==> src/include/icache_macros.svh <==
/* Geometry of the instruction cache and depth of its memory-side link FIFOs.
   Included by the package and by any module that sizes itself from these values. */
`ifndef ICACHE_MACROS_SVH
`define ICACHE_MACROS_SVH

// Address and data word width
`define ICACHE_XLEN 32

// Cache block in bits, one refill moves a whole block
`define ICACHE_BLK_BITS 128

// Total capacity and associativity
`define ICACHE_SIZE_BYTES 1024
`define ICACHE_NUM_WAY 4

// Entries per link FIFO, also the credits on each link
`define ICACHE_FIFO_DEPTH 2

// Derived geometry
`define ICACHE_NUM_SET ((`ICACHE_SIZE_BYTES * 8 / `ICACHE_BLK_BITS) / `ICACHE_NUM_WAY)
`define ICACHE_IDX_W ($clog2(`ICACHE_NUM_SET))
`define ICACHE_BOFF_W ($clog2(`ICACHE_BLK_BITS / 8))
`define ICACHE_TAG_W (`ICACHE_XLEN - `ICACHE_IDX_W - `ICACHE_BOFF_W)

`endif
==> src/hw/icache_pkg.sv <==
/* Struct types for the CPU lookup port and the refill link of the instruction cache.
   Imported by the RTL, the testbench and the checker. */
`default_nettype none

`include "icache_macros.svh"

package icache_pkg;

  // Lookup from the fetch stage
  typedef struct packed {
    logic                    valid;
    logic [`ICACHE_XLEN-1:0] addr;
  } cpu_req_t;

  // Lookup result, one word at the request address
  typedef struct packed {
    logic                    valid;
    logic                    miss;
    logic [`ICACHE_XLEN-1:0] data;
  } cpu_res_t;

  // Refill request, addr is block aligned
  typedef struct packed {
    logic                    valid;
    logic [`ICACHE_XLEN-1:0] addr;
  } mem_req_t;

  // Refill response carrying the whole block
  typedef struct packed {
    logic                        valid;
    logic [`ICACHE_BLK_BITS-1:0] blk;
  } mem_res_t;

endpackage

`default_nettype wire

==> src/hw/credit_fifo.sv <==
/* Circular FIFO of struct payloads for the memory-side links. The head is shown
   only while the credit count is non-zero and leaves on pop_i. credit_o pulses
   once per entry popped and credit_i returns one credit to the counter. */
`timescale 1ns/10ps
`default_nettype none

`include "icache_macros.svh"

module credit_fifo
  import icache_pkg::*;
#(
  parameter type payload_t = mem_req_t,
  parameter int  DEPTH     = `ICACHE_FIFO_DEPTH
) (
  input  logic     clk_i,
  input  logic     rst_ni,
  input  payload_t push_i,
  input  logic     pop_i,
  output payload_t head_o,
  input  logic     credit_i,
  output logic     credit_o
);

  localparam int PTR_W = (DEPTH > 1) ? $clog2(DEPTH) : 1;
  localparam int CNT_W = $clog2(DEPTH + 1);

  payload_t         mem_q [DEPTH];
  logic [PTR_W-1:0] wr_ptr_q;
  logic [PTR_W-1:0] rd_ptr_q;
  logic [CNT_W-1:0] fill_q;
  logic [CNT_W-1:0] credit_cnt_q;
  logic             push;
  logic             send;

  function automatic logic [PTR_W-1:0] next_ptr(input logic [PTR_W-1:0] ptr);
    if (ptr == PTR_W'(DEPTH - 1)) return '0;
    return ptr + 1'b1;
  endfunction

  assign push = push_i.valid && (fill_q != CNT_W'(DEPTH));

  // Head valid needs a stored entry and a credit from the receiver
  always_comb begin
    head_o       = mem_q[rd_ptr_q];
    head_o.valid = (fill_q != '0) && (credit_cnt_q != '0);
  end

  assign send     = pop_i && head_o.valid;
  assign credit_o = send;

  always_ff @(posedge clk_i) begin
    if (push) mem_q[wr_ptr_q] <= push_i;
  end

  always_ff @(posedge clk_i) begin
    if (!rst_ni) begin
      wr_ptr_q     <= '0;
      rd_ptr_q     <= '0;
      fill_q       <= '0;
      credit_cnt_q <= CNT_W'(DEPTH);
    end else begin
      if (push) wr_ptr_q <= next_ptr(wr_ptr_q);
      if (send) rd_ptr_q <= next_ptr(rd_ptr_q);
      fill_q       <= fill_q + CNT_W'(push) - CNT_W'(send);
      // One credit spent per send, one back per credit pulse
      credit_cnt_q <= credit_cnt_q + CNT_W'(credit_i) - CNT_W'(send);
    end
  end

endmodule

`default_nettype wire

==> config.mk <==
export PLATFORM = sky130hd
export DESIGN_NAME = credit_fifo
export DESIGN_NICKNAME = d
export VERILOG_FILES = /design/src/hw/icache_pkg.sv /design/src/hw/credit_fifo.sv
export VERILOG_INCLUDE_DIRS = /design/src /design/src/include
export SDC_FILE = /design/constraint.sdc
export NUM_CORES = 1
export LEC_CHECK = 0
export CORE_ASPECT_RATIO = 0.75
export CORE_MARGIN = 3
export CORE_UTILIZATION = 30
export CTS_BUF_LIST = sky130_fd_sc_hd__clkbuf_2
export DETAILED_ROUTE_END_ITERATION = 10
export DONT_BUFFER_PORTS = 1
export GPL_ROUTABILITY_DRIVEN = 0
export PLACE_DENSITY = 0.45
export SLEW_MARGIN = 10
export SYNTH_ARGS = -nofsm -noshare
export SYNTH_HDL_FRONTEND = slang
export SYNTH_SLANG_ARGS = --single-unit
==> constraint.sdc <==
create_clock -name clk_i -period 2.35 [get_ports clk_i]
set_input_delay 0.235 -clock clk_i [delete_from_list [all_inputs] [get_ports clk_i]]
set_output_delay 0.235 -clock clk_i [all_outputs]
set_load 0.03 [all_outputs]
* Word level (Yosys, flattened, before mapping)
Memory sizes are Yosys's and may differ from the RTL's. A register that Yosys moved wholly into a read port is not among the register bits. Cells that the tools add are included.
Word-level totals: register bits 6, memory bits (writable) 66, bits of input ports 37, output and inout bits 34, logic and storage cells 31, memories kept 1
Operators by class: add/subtract/negate cells 6, equality and inequality tests 1, mux-type cells 14, reductions and logical operators 5
Memory list:
- mem_q | words 2, bits a word 33, read ports 1, clocked after memory_dff 1, wr ports 1, RTL line credit_fifo.sv:27 | payload_t mem_q [DEPTH];
Operators with widths (number):
- two-way mux 1 bit | 14
- adder 2 x 1 -> 2 bit | 2
- nonzero test 2 bit | 2
- subtractor 2 x 1 -> 2 bit | 2
- logical AND 1 bit | 3
- adder 1 bit, second input constant | 2
- != test 2 bit, second input constant | 1

* Longest topological paths before layout
Gate-level depths: netlist of the first run.
depth after elaboration 8, mapped depth 8, depth with buffers taken out 8

* Worst setup path after synthesis of the first run
OpenSTA, ideal clock, no wires.
path kind register to register, from reg fill_q[0], to mem mem_q[1][0] (netlist name), enable pin, setup time 0.421 ns, arrival 1.943 ns, required time 1.929 ns, path slack -0.014 ns, cell stages (with the launch flop) 4, path buffers 0, period minus slack after synthesis 2.364 ns, cells stage by stage dfxtp_1 > nand2b_1 > nand2_1 > nor2_1
Between the ends: cells in the longest elaborated chain, start to end 4
RTL lines:
- start: declaration | RTL line credit_fifo.sv:30 | logic [CNT_W-1:0] fill_q;
- start signal: assignment | RTL line credit_fifo.sv:64 | fill_q <= fill_q + CNT_W'(push) - CNT_W'(send);
- != test 2 bit | RTL line credit_fifo.sv:40 | assign push = push_i.valid && (fill_q != CNT_W'(DEPTH));
- logical AND 1 bit | RTL line credit_fifo.sv:40
- two-way mux 1 bit | RTL line credit_fifo.sv:52 | if (push) mem_q[wr_ptr_q] <= push_i;
- two-way mux 1 bit (implied by the code) | RTL line credit_fifo.sv:52
- end: declaration | RTL line credit_fifo.sv:27
Every way passes these cells.

==> metrics.yaml, run 1 <==
htreeDepth: 3
syn_area_um2: 2810
critical_path_class: "flop to primary output"
yosysWarnings: 0
synth-seq-cells: 71
path_buf_inv: 1
vias: 1306
ys_top_cells_by_area: "edfxtp_1, mux2_4, dfxtp_1, buf_12, ha_1"
routed_via_density: 4.19
vdd_drop_max_mv: 0.417
row_count: 29
synth.net_count: 178
status: "finished, final reports clean"
wl_met1_um: 1800
routedWlPerCell_um: 15.0
synth_top_area_share_pct: 68.3
synth_cell_types: 20
tns_ns: 0
period_share_pct: 84.2
ys_seq_area_share_pct: 73.3
start_util_pct: 32.0
r2r_end: "fill_q[1]$_SDFF_PN0_"
drc: 0
ioPinCount: 71
grt_pass1_wl_um: 7400
comb_power_share_pct: 38.0
cell_internal_pwr_mw: 2.28
syn_inst: 137
clk_latency_ns: 0.48
antenna_found_initial: 0
final-setup-viol-count: 0
die_h_um: 89.9
switching_share_pct: 36.7
cts_tree: "built"
end_kind: "primary output"
yosysTopAreaCell: "edfxtp_1"
hold_path_depth: 2
dp_hpwl_um: 3250
relSlewSlack_pct: 70.9
cts_buffers: 9
diodes: 0
cp_max_fo: 21
cap_violations: 0
met3_length_um: 461
min_to: "mem_q[1][4]$_DFFE_PP_"
grt.total_usage_pct: 9.52
drtIter0Drc: 38
rsz0062_at_grt: "false"
drive_gt1_share_pct: 27.1
skew_ns: 0.0144
post_cts.repair.setup_buffers: 0
cp_slowest_cell: "dfxtp_2"
r2r_start: "fill_q[0]$_SDFF_PN0_"
clock_power_share_pct: 14.0
start_kind: "flop"
ff2ff_path_depth: 7
clk_pin_slew_ns: 0.18
clock_tree.root_cell: "clkbuf_2"
cts.sinks: 71
cp_num_cells: 2
clk_path_buf_depth: 2
grt_pass1_vias: 1438
worst-r2r-setup-slack_ns: 0.58
core_area_um2: 8780
antenna_left: 0
fin_nets: 224
worstPathArrival_ns: 1.74
worstHoldStart: "push_i[32]"
synth.avg_cell_area_um2: 20.5
fmax_ghz: 0.506
globalRoute.totalOverflow: 0
worst_pin_slew_ns: 0.436
met2_length_um: 2340
crit_family: "flip-flops"
hold_viol_final: 0
setup_slack_ns: 0.372
fp.dieW_um: 118
wirelength_um: 4680
worstPathRequired_ns: 2.12
power.density_nw_per_um2: 1060
topRoutingLayerUsed: "met4"
grt_start_max_net_pins: 22
timing.final.crit_period_ns: 1.98
power_switching_mw: 1.32
cpPeakStageDelay_ns: 0.61
utilization_pct: 38.6
syn_to_final_growth_pct: 20.5
post-place-ws_ns: 0.572
io_buffers: 0
hold_path.class: "primary input to flop"
sequentialPowerShare_pct: 48.0
drt-pass1-iter-count: 4
power_leakage_nw: 1.23
die_area_um2: 10600
drv_slew: 0
crit_chain: "buf_12, mux2_4"
## worst max path at each step
stage / endpoint / slack (ns)
finish: head_o[13] / 0.37
global route: head_o[16] / 0.24
CTS: head_o[28] / 0.26
detailed placement: fill_q[1]$_SDFF_PN0_ / 0.57
global placement: fill_q[1]$_SDFF_PN0_ / 0.71
floorplan: mem_q[1][0]$_DFFE_PP_ / 0.51
## layer usage
metal	GRT usage [%]	vias to the layer above
li1	-	608
met1	9.35	640
met2	15.7	50
met3	6.34	8
met4	4.10	0
met5	0	-
## synth_stat cells
master     n
a21oi_1    1
a21o_1     1
inv_1      6
o22a_1     1
nand2b_1   1
dfxtp_1    7
nand2_1    2
xnor2_1    2
buf_6      1
edfxtp_1  64
xor2_1     2
mux2_2     2
nand3_1    1
nor2_1     4
ha_1       4
mux2_4    30
and2_1     3
o221a_4    1
nor3_1     1
buf_12     3
## timing repair
| action | in CTS | in global routing |
|---|---|---|
| endpoints found under the hold margin | 71 | 0 |
| hold buffers | 35 | 0 |
| resized for setup | 0 | 0 |
## through the flow
step | hold slack (ns) | std cells | power, mW | instance area, um^2
after floorplan | 0.297 | 137 | 2.97 | 2820
after global placement | 0.299 | 261 | 3.07 | 2960
after detailed placement | 0.310 | 261 | 3.11 | 2960
after CTS | 0.0734 | 312 | 3.68 | 3390
after global routing | 0.0702 | 312 | 3.82 | 3390
final | 0.140 | 312 | 3.60 | 3390
## layout make-up
type | instances | area [um^2]
flip-flops and latches | 71 | 2060
repair buffers | 39 | 405
fillers | 831 | 5390
inverters | 6 | 22.5
clock buffers | 10 | 50.0
clock inverters | 6 | 27.5
multi-input cells | 56 | 664
well taps | 124 | 155
## cells in the final DEF (no fill, tap or decap), types with 2 or more instances in the layout
cell type / count
buf_4: 2
clkbuf_2: 10
buf_12: 2
and2_1: 3
xnor2_1: 2
ha_1: 4
dfxtp_1: 6
mux2_4: 30
clkinv_1: 4
nand2_1: 2
edfxtp_1: 64
mux2_2: 2
xor2_1: 2
nor2_1: 3
inv_1: 6
dlygate4sd3_1: 35
## power groups by stage
stage,sequential (mW),combinational [mW],clock [mW]
final,1.73,1.37,0.504
after global routing,1.76,1.46,0.607
after CTS,1.73,1.40,0.550
after detailed placement,1.77,1.34,0
after global placement,1.75,1.32,0
after floorplan,1.70,1.26,0
## registers in the layout, summed over array words and instances (netlist names), named ones only
| register | count |
|---|---|
| fill_q | 2 |
| mem_q | 64 |
| rd_ptr_q | 1 |
| credit_cnt_q | 2 |
| wr_ptr_q | 1 |
## logic make-up (layout without fill, tap and decap cells)
kind of cell / Yosys count / count (layout) / share of synthesized area (%)
AND/OR/NAND/NOR: 12 / 12 / 2.05
flip-flops: 71 / 71 / 73.3
multiplexers: 32 / 32 / 16.8
buffers and inverters: 10 / 61 / 3.34
AO/OA/AOI/OAI: 4 / 4 / 1.47
XOR/XNOR: 4 / 4 / 1.25
adder cells (fa/ha/maj): 4 / 4 / 1.78
Power figures use the tool's default switching activity.
==> run 2, diff against run 1 <==
--- a/config.mk
+++ b/config.mk
@@ -6,6 +6,7 @@
 export SDC_FILE = /design/constraint.sdc
 export NUM_CORES = 1
 export LEC_CHECK = 0
+export ABC_AREA = 1
 export CORE_ASPECT_RATIO = 0.75
 export CORE_MARGIN = 3
 export CORE_UTILIZATION = 30
@@ -13,7 +14,7 @@
 export DETAILED_ROUTE_END_ITERATION = 10
 export DONT_BUFFER_PORTS = 1
 export GPL_ROUTABILITY_DRIVEN = 0
-export PLACE_DENSITY = 0.45
+export PLACE_DENSITY = 0.44
 export SLEW_MARGIN = 10
 export SYNTH_ARGS = -nofsm -noshare
 export SYNTH_HDL_FRONTEND = slang
==> constraint.sdc (replaced) <==
create_clock -name clk_i -period 1.95 [get_ports clk_i]
set_input_delay 0.195 -clock clk_i [delete_from_list [all_inputs] [get_ports clk_i]]
set_output_delay 0.195 -clock clk_i [all_outputs]
set_load 0.03 [all_outputs]
==> metrics.yaml, run 2 <==
status: "finished, final reports clean"  # unchanged
ff_latch_area_um2: 2060  # unchanged
dp_hpwl_um: 3440  # was 3250 um
period_share_pct: 90.3
place_area_um2: 3010  # was 2960 um^2
power_switching_mw: 1.54  # was 1.32 mW
drive_gt1_share_pct: 27.9  # was 27.1%
ys_top_cells_by_area: "edfxtp_1, mux2_4, dfxtp_1, buf_12, inv_1"  # was edfxtp_1, mux2_4, dfxtp_1, buf_12, ha_1
globalRoute.totalOverflow: 0  # unchanged
clock_tree.root_cell: "clkbuf_2"  # unchanged
syn_area_um2: 2830  # was 2810 um^2
synth.avg_cell_area_um2: 18.6  # was 20.5 um^2
synth_cell_types: 14  # was 20
power_leakage_nw: 1.31  # was 1.23 nW
power.density_nw_per_um2: 1260  # was 1060 nW/um^2
drc: 0  # unchanged
final_common_cell: "edfxtp_1"  # unchanged
syn_to_final_growth_pct: 22.5  # was 20.5%
skew_ns: 0.0134  # was 0.0144 ns
worstPathArrival_ns: 1.57  # was 1.74 ns
grt.total_usage_pct: 9.89  # was 9.52%
routedWlPerCell_um: 14.7  # was 15.0 um
cts_buffers: 9  # unchanged
sequentialPowerShare_pct: 46.5  # was 48.0%
rsz0062_at_grt: "false"  # unchanged
core_area_um2: 9120  # was 8780 um^2
relSlewSlack_pct: 80.7  # was 70.9%
synth_edf_count: 64  # unchanged
postCtsResizedCells: 0  # unchanged
clk_latency_ns: 0.47  # was 0.48 ns
diodes: 0  # unchanged
clk_pin_slew_ns: 0.17  # was 0.18 ns
drv_slew: 0  # unchanged
cp_max_fo: 10  # was 21
final-setup-viol-count: 0  # unchanged
grt_pass1_vias: 1515  # was 1438
timing.final.crit_period_ns: 1.76
ioPinCount: 71  # unchanged
worstPathRequired_ns: 1.75  # was 2.12 ns
synth_commonest_cells: "edfxtp_1, mux2_4, inv_1"  # was edfxtp_1, mux2_4, dfxtp_1
stdcell_area_um2: 3470  # was 3390 um^2
tns_ns: 0  # unchanged
htreeDepth: 3  # unchanged
synth.net_count: 193  # was 178
routed_via_density: 4.15  # was 4.19
syn_inst: 152  # was 137
clk_path_buf_depth: 2  # unchanged
hold_path.class: "primary input to flop"  # unchanged
cap_violations: 0  # unchanged
fmax_ghz: 0.568
drt-pass1-iter-count: 5  # was 4
largest_reg_flops: 64  # unchanged
synth-seq-cells: 71  # unchanged
cts_hold_buf: 35  # unchanged
wirelength_um: 4940  # was 4680 um
cpPeakStageDelay_ns: 0.45  # was 0.61 ns
multiInputGateArea_um2: 658  # was 664 um^2
async_flop_share_pct: 0  # unchanged
clock_power_share_pct: 17.3  # was 14.0%
vdd_drop_max_mv: 0.709  # was 0.417 mV
yosysMostFrequentCell: "edfxtp_1"  # unchanged
fp.dieW_um: 118  # about the same
yosysWarnings: 0  # unchanged
start_util_pct: 31.0  # was 32.0%
cts_tree: "built"  # unchanged
end_kind: "primary output"  # unchanged
fin_nets: 244  # was 224
cts.sinks: 71  # unchanged
antenna_found_initial: 0  # unchanged
die_h_um: 90.1  # was 89.9 um
max_flop_register: "mem_q"  # unchanged
die_area_um2: 10600  # about the same
ys_seq_area_share_pct: 72.9  # was 73.3%
fillers: 864  # was 831
io_buffers: 0  # unchanged
cell_internal_pwr_mw: 2.82  # was 2.28 mW
whs_ns: 0.0909  # was 0.140 ns
grt_start_max_net_pins: 22  # unchanged
post_cts.repair.setup_buffers: 0  # unchanged
synth_top_area_share_pct: 67.9  # was 68.3%
start_kind: "flop"  # unchanged
layout_common_cells: "edfxtp_1, dlygate4sd3_1, mux2_4, inv_1, nand2_1"  # was edfxtp_1, dlygate4sd3_1, mux2_4, clkbuf_2
switching_share_pct: 35.4  # was 36.7%
worst_pin_slew_ns: 0.290  # was 0.436 ns
ys.flop_type: "edfxtp_1"  # unchanged
hold_viol_final: 0  # unchanged
largestRegisters: "mem_q (64), credit_cnt_q (2), fill_q (2)"  # unchanged
row_count: 30  # was 29
drtIter0Drc: 86  # was 38
yosysTopAreaCell: "edfxtp_1"  # unchanged
comb_power_share_pct: 36.2  # was 38.0%
critical_path_class: "flop to primary output"  # unchanged
cp_slowest_cell: "mux2_2"  # was dfxtp_2
vias: 1396  # was 1306
antenna_left: 0  # unchanged
crit_chain: "buf_4, mux2_2"  # was buf_12, mux2_4
grt_pass1_wl_um: 8040  # was 7400 um
## run 2: changes by cell type after synthesis, sizes merged, moves of 2 or more
cell   change
nand2      +9
nor2       +6
inv        +8
nand3      +2
and2       -3
## run 2: through the flow
step	worst slack [ns]	utilization, %	total power [mW]	instances
final	0.189	38.0	4.36	336
after global routing	0.0503	38.0	4.61	336
after CTS	0.0906	38.0	4.44	336
after detailed placement	0.220	33.0	3.61	285
after global placement	0.409	33.0	3.55	285
after floorplan	0.230	-	3.38	152
## run 2: final timing paths
path	startpoint	endpoint	slack, ns	cells after the start
worst max register to register	fill_q[0]$_SDFF_PN0_	fill_q[1]$_SDFF_PN0_	0.20	11
worst max-delay path	flop	head_o[24]	0.19	2
worst min-delay path	push_i[32]	wr_ptr_q$_SDFFE_PN0P_	0.09	5
worst min register to register	fill_q[1]$_SDFF_PN0_	fill_q[1]$_SDFF_PN0_	0.55	2
## run 2: area by class of cell
class	instances	share of cell area, %
clock buffers	10	1.44
inverters	14	1.52
repair buffers	44	12.4
clock inverters	6	1.48
multi-input cells	63	19.0
flip-flops and latches	71	59.5
well taps	128	4.62
## run 2: kinds of logic (layout without fill, tap and decap cells)
logic type               after synthesis  count (layout)  synth area share (%)
adder cells (fa/ha/maj)                4               4                  1.77
flip-flops                            71              71                  72.9
AND/OR/NAND/NOR                       24              24                  3.32
multiplexers                          32              32                  16.7
AO/OA/AOI/OAI                          1               1                 0.310
XOR/XNOR                               2               2                 0.619
buffers and inverters                 18              74                  4.38
## run 2: critical path: cells and delay by family, from the launching register on
family | cells | cell delay [ns]
buffers and inverters | 1 | 0.24
flip-flops | 1 | 0.42
multiplexers | 1 | 0.45
## run 2: power groups by stage
stage	Clock (mW)	Combinational, mW	Sequential, mW
floorplan	0	1.34	2.04
global placement	0	1.49	2.05
detailed placement	0	1.54	2.07
CTS	0.800	1.61	2.03
global route	0.861	1.69	2.06
finish	0.752	1.58	2.03
## run 2: routing by layer
layer	track usage (%)	wire, um	vias up
met1	11.1	2030	699
met2	16.0	2550	44
li1	-	-	649
met3	4.15	299	4
met4	5.27	65	0
met5	0	0	-
